**src/soc_pkg.sv**
```systemverilog
`default_nettype none

package soc_pkg;

    // ============================================================
    // basic types
    // ============================================================

    typedef logic [31:0] word_t;     // data and byte address
    typedef logic [3:0]  byte_en_t;  // one write enable per byte lane
    typedef logic [1:0]  region_t;   // address bits 31:30

    // ============================================================
    // address map
    // ============================================================

    localparam region_t REGION_ROM   = 2'd0;
    localparam region_t REGION_RAM   = 2'd1;
    localparam region_t REGION_NONE  = 2'd2;  // nothing mapped here
    localparam region_t REGION_PORTS = 2'd3;

    // memory sizes as word-address widths
    localparam int RAM_BITS = 10;  // 1k words
    localparam int ROM_BITS = 10;  // 1k words

    // ============================================================
    // system timer
    // ============================================================

    localparam int TIMER_BITS      = 10;  // irq every 1024 cycles
    localparam int RESET_DELAY_BIT = 6;   // cpu leaves reset after 64 counts
    localparam int CPU_CLOCK_BIT   = 2;   // clock enable every 8 cycles

    // ============================================================
    // bus and pin bundles
    // ============================================================

    // one request per cycle, rd and we never together
    typedef struct packed {
        word_t    addr;
        word_t    wdata;
        logic     rd;
        byte_en_t we;
    } bus_req_t;

    // order matches the port read layout, bits 6 down to 2
    typedef struct packed {
        logic con_button;
        logic psh_button;
        logic tra;         // encoder phase a
        logic trb;         // encoder phase b
        logic bak_button;
    } port_in_t;

endpackage

`default_nettype wire

```
**src/sys_timer.sv**
```systemverilog
`default_nettype none

module sys_timer (
    input  logic clk,
    input  logic rst_n,
    input  logic irq_ack,
    output logic cpu_clk_en,
    output logic cpu_rst_n,
    output logic timer_irq
);
    import soc_pkg::*;

    logic [TIMER_BITS-1:0] count;
    logic                  count_wrap;

    // ============================================================
    // free-running counter
    // ============================================================

    always_ff @(posedge clk or negedge rst_n) begin
        if (!rst_n) begin
            count <= '0;
        end else begin
            count <= count + 1'b1;
        end
    end

    assign count_wrap = &count;  // last value before rolling over

    // one cycle wide, on counts 7, 15, 23, ...
    assign cpu_clk_en = &count[CPU_CLOCK_BIT:0];

    // ============================================================
    // cpu reset delay
    // ============================================================

    // sticky once released, the counter bit toggles later on
    always_ff @(posedge clk or negedge rst_n) begin
        if (!rst_n) begin
            cpu_rst_n <= 1'b0;
        end else if (count[RESET_DELAY_BIT]) begin
            cpu_rst_n <= 1'b1;
        end
    end

    // ============================================================
    // timer interrupt
    // ============================================================

    always_ff @(posedge clk or negedge rst_n) begin
        if (!rst_n) begin
            timer_irq <= 1'b0;
        end else if (irq_ack) begin
            timer_irq <= 1'b0;  // ack beats a wrap in the same cycle
        end else if (count_wrap) begin
            timer_irq <= 1'b1;
        end
    end

endmodule

`default_nettype wire

```
**config.mk**
```make
export PLATFORM = sky130hd
export DESIGN_NAME = sys_timer
export DESIGN_NICKNAME = d
export VERILOG_FILES = /design/src/soc_pkg.sv /design/src/sys_timer.sv
export SDC_FILE = /design/constraint.sdc
export NUM_CORES = 1
export LEC_CHECK = 0
export ABC_AREA = 0
export BUFFER_PORTS_ARGS = -buffer_cell sky130_fd_sc_hd__buf_4
export CORE_AREA = 2 2 39 41
export DETAILED_ROUTE_END_ITERATION = 8
export DIE_AREA = 0 0 41 43
export SKIP_LAST_GASP = 1
export SLEW_MARGIN = 20
export SYNTH_ARGS = -nofsm -noshare
export SYNTH_HDL_FRONTEND = slang
export SYNTH_SLANG_ARGS = --single-unit
export TNS_END_PERCENT = 10
```
**constraint.sdc**
```tcl
create_clock -name clk -period 3.3 [get_ports clk]
set_input_delay 0.66 -clock clk [delete_from_list [all_inputs] [get_ports clk]]
set_output_delay 0.66 -clock clk [all_outputs]
set_load 0.05 [all_outputs]
```
* Yosys cells after proc, flatten, opt, wreduce, memory -nomap -nowiden
Index checks and enable logic that the tools add are counted.
** Storage, ports and cells
- Bits in registers :: 12
- Bits of input ports :: 3
- Output and inout port bits :: 3
- Logic and storage cells :: 9
** Cells by class
- $add $sub $neg :: 1
- Muxes and demuxes :: 2
- Reduce and logical (&&, ||, !) cells :: 3
** Operators with widths (number)
- $add A10 B1 Y10 const B :: 1
- $reduce_and A10 Y1 :: 1
- $reduce_and A3 Y1 :: 1
- $mux W1 :: 2
- $reduce_bool A2 Y1 :: 1

* Longest topological paths before layout
Gate-level depths: netlist of run 1.
- Depth in word-level cells :: 3
- Depth in mapped cells :: 4
- Mapped depth without buffers :: 4

* Least setup slack after synthesis of run 1
No wires, ideal clock.
- Path kind :: flip-flop to output port
- Start point :: reg count[0]
- End point :: out cpu_clk_en
- Arrival :: 1.031 ns
- Data required time :: 2.640 ns
- Setup slack :: 1.609 ns
- Stages on the path, launching flop included :: 3
- Path buffers :: 0
- Path through :: dfrtp_1 -> ha_1 -> ha_1
** Between the ends
- Longest elaborated chain between the ends :: 1
** RTL lines
- start, declared :: line sys_timer.sv:13 : logic [TIMER_BITS-1:0] count;
- start signal, assigned :: line sys_timer.sv:24 : count <= count + 1'b1;
- $reduce_and A3 Y1 :: line sys_timer.sv:31 : assign cpu_clk_en = &count[CPU_CLOCK_BIT:0];
- end, declared :: line sys_timer.sv:7 : output logic cpu_clk_en,
No other way between the ends.

* Worst setup path after layout of run 1
Same ends and word-level chain as after synthesis.

==> reports/metrics.yaml, run 1 <==
logic_synthesis:
  synth_top_area_share: 0.619
  synthMuxAreaShare: 0
  synth_top_family_by_area: "simple AND/OR/NAND/NOR gates"
  synth_cells: 36
  syn_avg_cell_area_um2: 13.5
  yosysSeqAreaShare: 0.619
  synth_area_leaders: "dfrtp_1, xnor2_1, xor2_1"
  yosysWarnings: 0
  netlist_area_um2: 485
  yosys.area_share.simple: 0.183
  synth_cell_types: 15
  synth-xor-area-share: 0.126
  synth_seq_cells: 12
  synth_compound_area_frac: 0.0129
  synth_top_area_cell: "dfrtp_1"
  synth_fp_nets: 41
  synth_fa_ha_area_frac: 0.0515
die:
  start_util: 0.351
  rows: 14
  io_pins: 6
  die_h_um: 43
  fp.dieW_um: 41
  die_area_mm2: 0.00176
  core_mm2: 0.00138
route:
  dr.pass1.iters: 4
  drcViolationCount: 0
  drt_iter0_markers: 3
  viasPerCell: 4.90
  via_count: 299
  wl_um: 729
  ant_nets: 0
  wl_per_cell_um: 12.0
timing:
  tns_ps: 0
  slew-limit-headroom: 0.845
  hold_viol_final: 0
  period_share: 0.600
  worst_pin_slew_ps: 231
  rsz0062_at_grt: "no"
  final.min_clock_period_ps: 1980
  fmax_ghz: 0.505
  finalClockSkew_ps: 4.04
  drv_slew: 0
  setup_viol: 0
global_route:
  grt-ovfl-total: 0
  grt_pass1_wl_um: 1270
  grt_pass1_vias: 291
  antenna_found_initial: 0
  met2_usage: 0.156
  grt_usage: 0.114
  grt_use_met3: 0.0471
  grt_max_degree: 13
  busiest_layer: "met2"
  grtUsageMet1: 0.138
cells_and_area:
  fillers: 129
  area_growth_pct: 19.3
  fin_cells: 61
  nets: 51
  antenna_cells: 0
  drive_gt1_frac: 0.267
  design_area_um2: 579
clock_tree:
  cts.sinks: 12
  cts_setup_buffers: 0
  cts_max_level: 1
  cts_tree: "built"
  cts_buffers: 3
  root_buffer: "clkbuf_4"
  ctsHoldBuffers: 0
  insertion_delay_ps: 280
  cts-resized-gates: 0
  clkTransAtPathRegs_ps: 80
  cts_buffer_depth: 2
worst_setup_path:
  crit_path_start_kind: "flip-flop"
  cp-startpoint: "count[0]"
  reg2reg_from: "count[0]"
  cp.required_ps: 2640
  crit_fanout: 3
  crit_arrival_ps: 1320
  end_kind: "output port"
  critPathKind: "flip-flop to output port"
hold_path:
  hold_class: "primary input to asynchronous set/reset pin"
pwr:
  peakVddDrop_mv: 0.193
  report.power.total_mw: 0.269
  power_density_mw_per_mm2: 465
  p_leak_nw: 0.277
job:
  cap_violations: 0
place:
  place_inst: 57
  placed_area_um2: 543
  portBuffers: 5
  dp_hpwl_um: 543
  place_congestion: 0.733
status:
  status: "finished, final reports clean"
## cell usage after synthesis
cell     number
dfrtp_1      12
xnor2_1       4
nand2_1       3
xor2_1        3
and4_1        2
ha_1          2
nor2_1        2
a31oi_1       1
inv_1         1
nand3_1       1
nand3_4       1
nand4_1       1
nor3_1        1
nor3b_2       1
or2_2         1
## where the power goes
group                  switching, mW  internal [mW]
sequential     0.0000000000000000144          0.147
clock                         0.0510         0.0672
combinational                0.00281        0.00155
## layout by cell type, fill, tap and decap left out
master and instances:
clkbuf_4 3, xor2_1 3, dfrtp_1 12, nand2_1 3, nand3_1 1, inv_1 1
or2_2 1, clkbuf_8 1, buf_4 5, nor3b_2 1, nand3_4 1, nor2_1 2
nand4_1 1, and4_1 2, a31oi_1 1, xnor2_1 4, nor3_1 1, ha_1 2
## path summary, 6_finish.rpt
check                              to  cells past startpoint  slack, ps
max                        cpu_clk_en                      3       1320
min                         timer_irq                      1        200
max reg2reg                  count[8]                      4       2020
min reg2reg                  count[9]                      1        470
max in group asynchronous   cpu_rst_n                      1       2950
min in group clk             count[9]                      1        470
## critical path: stages (launching register included)
cell and delay [ps]:
dfrtp_1 430, ha_1 240, ha_1 180, buf_4 180
## stage by stage
step | util | hold WS, ps | setup WS [ps]
floorplan | - | 364 | 1610
global placement | 0.392 | 453 | 1650
finish | 0.419 | 201 | 1320
detailed placement | 0.392 | 456 | 1620
CTS | 0.419 | 208 | 1310
global route | 0.419 | 207 | 1270
## flip-flops by register name, indices dropped and copies added (netlist names)
name,count
cpu_rst_n,1
count,10
timer_irq,1
## per-layer routing
layer | part of all wire | vias to the layer above
li1 | - | 141
met3 | 0.078 | 3
met5 | 0 | -
met4 | 0.027 | 0
met1 | 0.42 | 145
met2 | 0.48 | 10
## area by class of cell
cell class,count,area [um2],area share
inverter,1,3.75,0.00648
sequential,12,300,0.518
timing repair buffer,5,37.5,0.0648
tap,16,20.0,0.0346
clock buffer,4,36.3,0.0626
multi-input combinational,23,181,0.313
## logic make-up after synthesis
kind of cell,after synthesis
compound gates,1
xor+xnor,7
fa+ha+maj,2
flops,12
buf+inv,1
simple gates,13
Note: power is estimated with default switching activity, not from simulation.
==> run 2, diff against run 1 <==
clock period = 1.7 ns   (was 3.3 ns; I/O delays follow)
==> run 2 against run 1 <==
Net effect:
- wire length increased by 4.4%
- clock-buffer cell count stayed put
- clock skew decreased by 1.3 ps
- die area stayed put
- worst hold slack better by 3.5 ps
- critical path depth stayed put
- critical path type unchanged
- largest cell class unchanged
- largest power group unchanged
==> reports/metrics.yaml, run 2 (synthesis gave the netlist of run 1 again) <==
place:
  portBuffers: 5
  placed_area_um2: 543
  dp_hpwl_um: 543
  dp_slack_ps: 337
  place_congestion: 0.733
  place_inst: 57
timing:
  worst_pin_slew_ps: 232
  fin_ws_ps: 69.4
  setup_viol: 0
  period_share: 0.959
  drv_slew: 0
  tns_ps: 0
  rsz0062_at_grt: "no"
  slew-limit-headroom: 0.844
  finalClockSkew_ps: 2.74
  hold_viol_final: 0
  final.min_clock_period_ps: 1630
  hold_slack_ps: 204
  fmax_ghz: 0.613
clock_tree:
  cts_buffer_depth: 2
  cts_buffers: 3
  clkTransAtPathRegs_ps: 80
  root_buffer: "clkbuf_4"
  insertion_delay_ps: 280
  cts_tree: "built"
  cts_max_level: 1
  cts.sinks: 12
cells_and_area:
  final_cell_mix: "dfrtp_1, buf_4, xnor2_1"
  antenna_cells: 0
  area_growth_pct: 22.9
  reg.largest.list: "count: 10 flops, cpu_rst_n: 1 flops, timer_irq: 1 flops"
  nets: 53
  design_area_um2: 597
  final_common_cell: "dfrtp_1"
  top_register: "count"
  drive_gt1_frac: 0.277
  largest_register_ffs: 10
  fin_cells: 63
  utilization: 0.431
pwr:
  power_density_mw_per_mm2: 880
  report.power.total_mw: 0.525
  p_leak_nw: 0.286
  peakVddDrop_mv: 0.375
worst_setup_path:
  cp_common_cell: "ha_1"
  cp.required_ps: 1360
  critPathKind: "flip-flop to output port"
  timing.rr.end: "count[8]"
  critPathBufInv: 1
  cp-startpoint: "count[1]"
  rr_worst_depth: 4
  reg2reg_setup_slack_ps: 450
  slowest_delay_ps: 420
  crit_path_cell_trace: "ha_1, ha_1, buf_4"
  crit_fanout: 3
  crit_arrival_ps: 1290
  critPathTopFamily: "flip-flops"
  path_depth: 3
  end_kind: "output port"
  crit_path_start_kind: "flip-flop"
  crit_path_end: "cpu_clk_en"
  crit_slowest_cell: "dfrtp_1"
  reg2reg_from: "count[1]"
global_route:
  grt_usage: 0.116
  grt-ovfl-total: 0
  grt_max_degree: 13
  grt_pass1_vias: 303
  antenna_found_initial: 0
  grt_pass1_wl_um: 1300
route:
  dr.pass1.iters: 4
  ant_nets: 0
  via_count: 304
  viasPerCell: 4.83
  wl_per_cell_um: 12.1
  drcViolationCount: 0
  wl_um: 761
  drt_iter0_markers: 3
status:
  status: "finished, final reports clean"
die:
  core_mm2: 0.00138
  start_util: 0.351
  die_h_um: 43
  die_area_mm2: 0.00176
  fp.dieW_um: 41
  rows: 14
  io_pins: 6
job:
  cap_violations: 0
hold_path:
  hold_class: "primary input to flip-flop"
  min_path_cells: 2
==> run 2: cell count changes in the layout (fill, tap and decap cells not counted) <==
cell           previous run  this run
dlygate4sd3_1             0         1
buf_4                     5         6
==> run 2: where the power goes <==
part	total, mW	internal [mW]	switching (mW)
Clock	0.230	0.130	0.0996
Sequential	0.285	0.285	0.0000000000000000288
Combinational	0.0103	0.00450	0.00581
==> run 2: what timing repair did <==
item | CTS | global route
setup buffers | 0 | 1
gates resized for setup | 0 | 0
hold buffers | 1 | 0
endpoints found under the hold margin | 12 | 0
setup endpoints to repair | 0 | 1
==> run 2: metal layers <==
metal / global-route usage / part of all wire
met1: 0.138 / 0.43
met2: 0.163 / 0.48
met3: 0.0471 / 0.062
met4: 0.0800 / 0.029
met5: 0 / 0
==> run 2: layout make-up <==
| cell class | count | area (um2) |
|---|---|---|
| flip-flops and latches | 12 | 300 |
| multi-input cells | 23 | 181 |
| repair buffers | 7 | 55.1 |
| clock buffers | 4 | 36.3 |
| fillers | 126 | 787 |
| inverters | 1 | 3.75 |
| well taps | 16 | 20.0 |
==> run 2: worst min path at each step <==
stage / startpoint / endpoint
finish: irq_ack / timer_irq
global route: irq_ack / timer_irq
CTS: irq_ack / timer_irq
detailed placement: rst_n / count[9]
global placement: rst_n / timer_irq
floorplan: rst_n / count[0]
==> run 2: worst reg2reg max path: cells and delay by family (launching register included) <==
kind          cells  cell delay (ps)
fa+ha+maj         1              200
flops             1              400
xor+xnor          1              140
simple gates      2              400
==> run 3, diff against run 2 <==
clock period = 1.8 ns   (was 1.7 ns; I/O delays follow)
==> run 3 against run 2 <==
Net effect:
- critical path depth stayed put
- clock skew grew 1.3 ps
- clock-buffer cell count did not move
- global-route usage unchanged
- wire length decreased by 2.8%
- final area shrank 1.3%
- total power down 5.6%
- final cell count down 1.6%
- sequential share of layout area up 0.64 points
- worst setup slack improved by 50 ps
==> reports/metrics.yaml, run 3 (synthesis gave the netlist of run 1 again) <==
pwr:
  peakVddDrop_mv: 0.354
  p_leak_nw: 0.282
  report.power.total_mw: 0.496
  power_density_mw_per_mm2: 841
cells_and_area:
  antenna_cells: 0
  largest_register_ffs: 10
  nets: 52
  fin_cells: 62
  reg.largest.list: "count: 10 flops, cpu_rst_n: 1 flops, timer_irq: 1 flops"
  area_growth_pct: 21.4
  multiInputGateArea_um2: 181
  final_cell_mix: "dfrtp_1, buf_4, xnor2_1"
  drive_gt1_frac: 0.261
  final_common_cell: "dfrtp_1"
  fillers: 128
  layout.area.seq_um2: 300
  top_register: "count"
global_route:
  antenna_found_initial: 0
  busiest_layer: "met2"
  grt-ovfl-total: 0
  grt_max_degree: 13
  grt_use_met3: 0.0471
  met2_usage: 0.163
  grt_pass1_wl_um: 1300
  grt_usage: 0.116
  grt_pass1_vias: 303
  grtUsageMet1: 0.138
die:
  io_pins: 6
  fp.dieW_um: 41
  start_util: 0.351
  die_area_mm2: 0.00176
  rows: 14
  die_h_um: 43
  core_mm2: 0.00138
worst_setup_path:
  end_kind: "output port"
  reg2reg_from: "count[0]"
  critPathKind: "flip-flop to output port"
  timing.rr.end: "count[8]"
  crit_slowest_cell: "dfrtp_1"
  crit_fanout: 3
  cp.required_ps: 1440
  rr_worst_depth: 4
  crit_path_cell_trace: "ha_1, ha_1, buf_4"
  reg2reg_setup_slack_ps: 520
  slowest_delay_ps: 430
  crit_path_start_kind: "flip-flop"
  crit_arrival_ps: 1320
  cp-startpoint: "count[0]"
  cp_common_cell: "ha_1"
clock_tree:
  clkTransAtPathRegs_ps: 80
  cts_tree: "built"
  insertion_delay_ps: 280
  cts_buffers: 3
  root_buffer: "clkbuf_4"
  cts.sinks: 12
  cts_buffer_depth: 2
  cts_max_level: 1
timing:
  fmax_ghz: 0.595
  final.min_clock_period_ps: 1680
  hold_slack_ps: 224
  hold_viol_final: 0
  worst_pin_slew_ps: 231
  slew-limit-headroom: 0.845
  period_share: 0.934
  setup_viol: 0
  drv_slew: 0
  tns_ps: 0
  fin_ws_ps: 119
  finalClockSkew_ps: 4.04
  rsz0062_at_grt: "no"
place:
  place_congestion: 0.733
  portBuffers: 5
  place_inst: 57
  dp_hpwl_um: 543
  dp_slack_ps: 417
route:
  via_count: 303
  drt_iter0_markers: 3
  drcViolationCount: 0
  wl_um: 740
  wl_per_cell_um: 11.9
  viasPerCell: 4.89
  dr.pass1.iters: 4
  ant_nets: 0
job:
  cap_violations: 0
hold_path:
  min_from: "irq_ack"
  holdPathEnd: "timer_irq"
  hold_class: "primary input to flip-flop"
  min_path_cells: 2
status:
  status: "finished, final reports clean"
==> run 3: layer usage <==
| metal | vias to the layer above | wire [um] |
|---|---|---|
| met3 | 3 | 53 |
| met2 | 10 | 353 |
| met1 | 147 | 312 |
| met5 | - | 0 |
| li1 | 143 | - |
| met4 | 0 | 20 |
==> run 3: worst max-delay path by stage <==
stage	end	slack (ps)
6_report	cpu_clk_en	120
5_1_grt	cpu_clk_en	70
4_1_cts	cpu_clk_en	110
3_5_place_dp	cpu_clk_en	420
3_3_place_gp	cpu_clk_en	450
2_1_floorplan	cpu_clk_en	410
==> run 3: final cells by class <==
type | count | share of cell area
Sequential cell | 12 | 0.510
Multi-Input combinational cell | 23 | 0.308
Timing Repair Buffer | 6 | 0.0807
Clock buffer | 4 | 0.0616
Tap cell | 16 | 0.0340
Inverter | 1 | 0.00637
==> run 3: timing repair <==
action / CTS / global route
buffers inserted: 0 / 0
hold buffers: 1 / 0
endpoints found under the hold margin: 12 / 0
gates resized for setup: 0 / 0
==> run 3: worst max-delay path, delay by kind of cell (launching register included) <==
| kind | cells | cell delay [ps] |
|---|---|---|
| flip-flops | 1 | 430 |
| buffers and inverters | 1 | 180 |
| adder cells (fa/ha/maj) | 2 | 420 |
==> run 3: power by group <==
| part | total, mW | switching (mW) | internal, mW |
|---|---|---|---|
| registers | 0.269 | 0.0000000000000000282 | 0.269 |
| clock network | 0.217 | 0.0936 | 0.123 |
| logic | 0.00978 | 0.00553 | 0.00425 |
| total | 0.496 | 0.0991 | 0.397 |
==> run 3: through the flow <==
| stage | util | instance area [um2] |
|---|---|---|
| after floorplan | - | 485 |
| after global placement | 0.392 | 543 |
| after detailed placement | 0.392 | 543 |
| after CTS | 0.426 | 589 |
| after global routing | 0.426 | 589 |
| final | 0.426 | 589 |
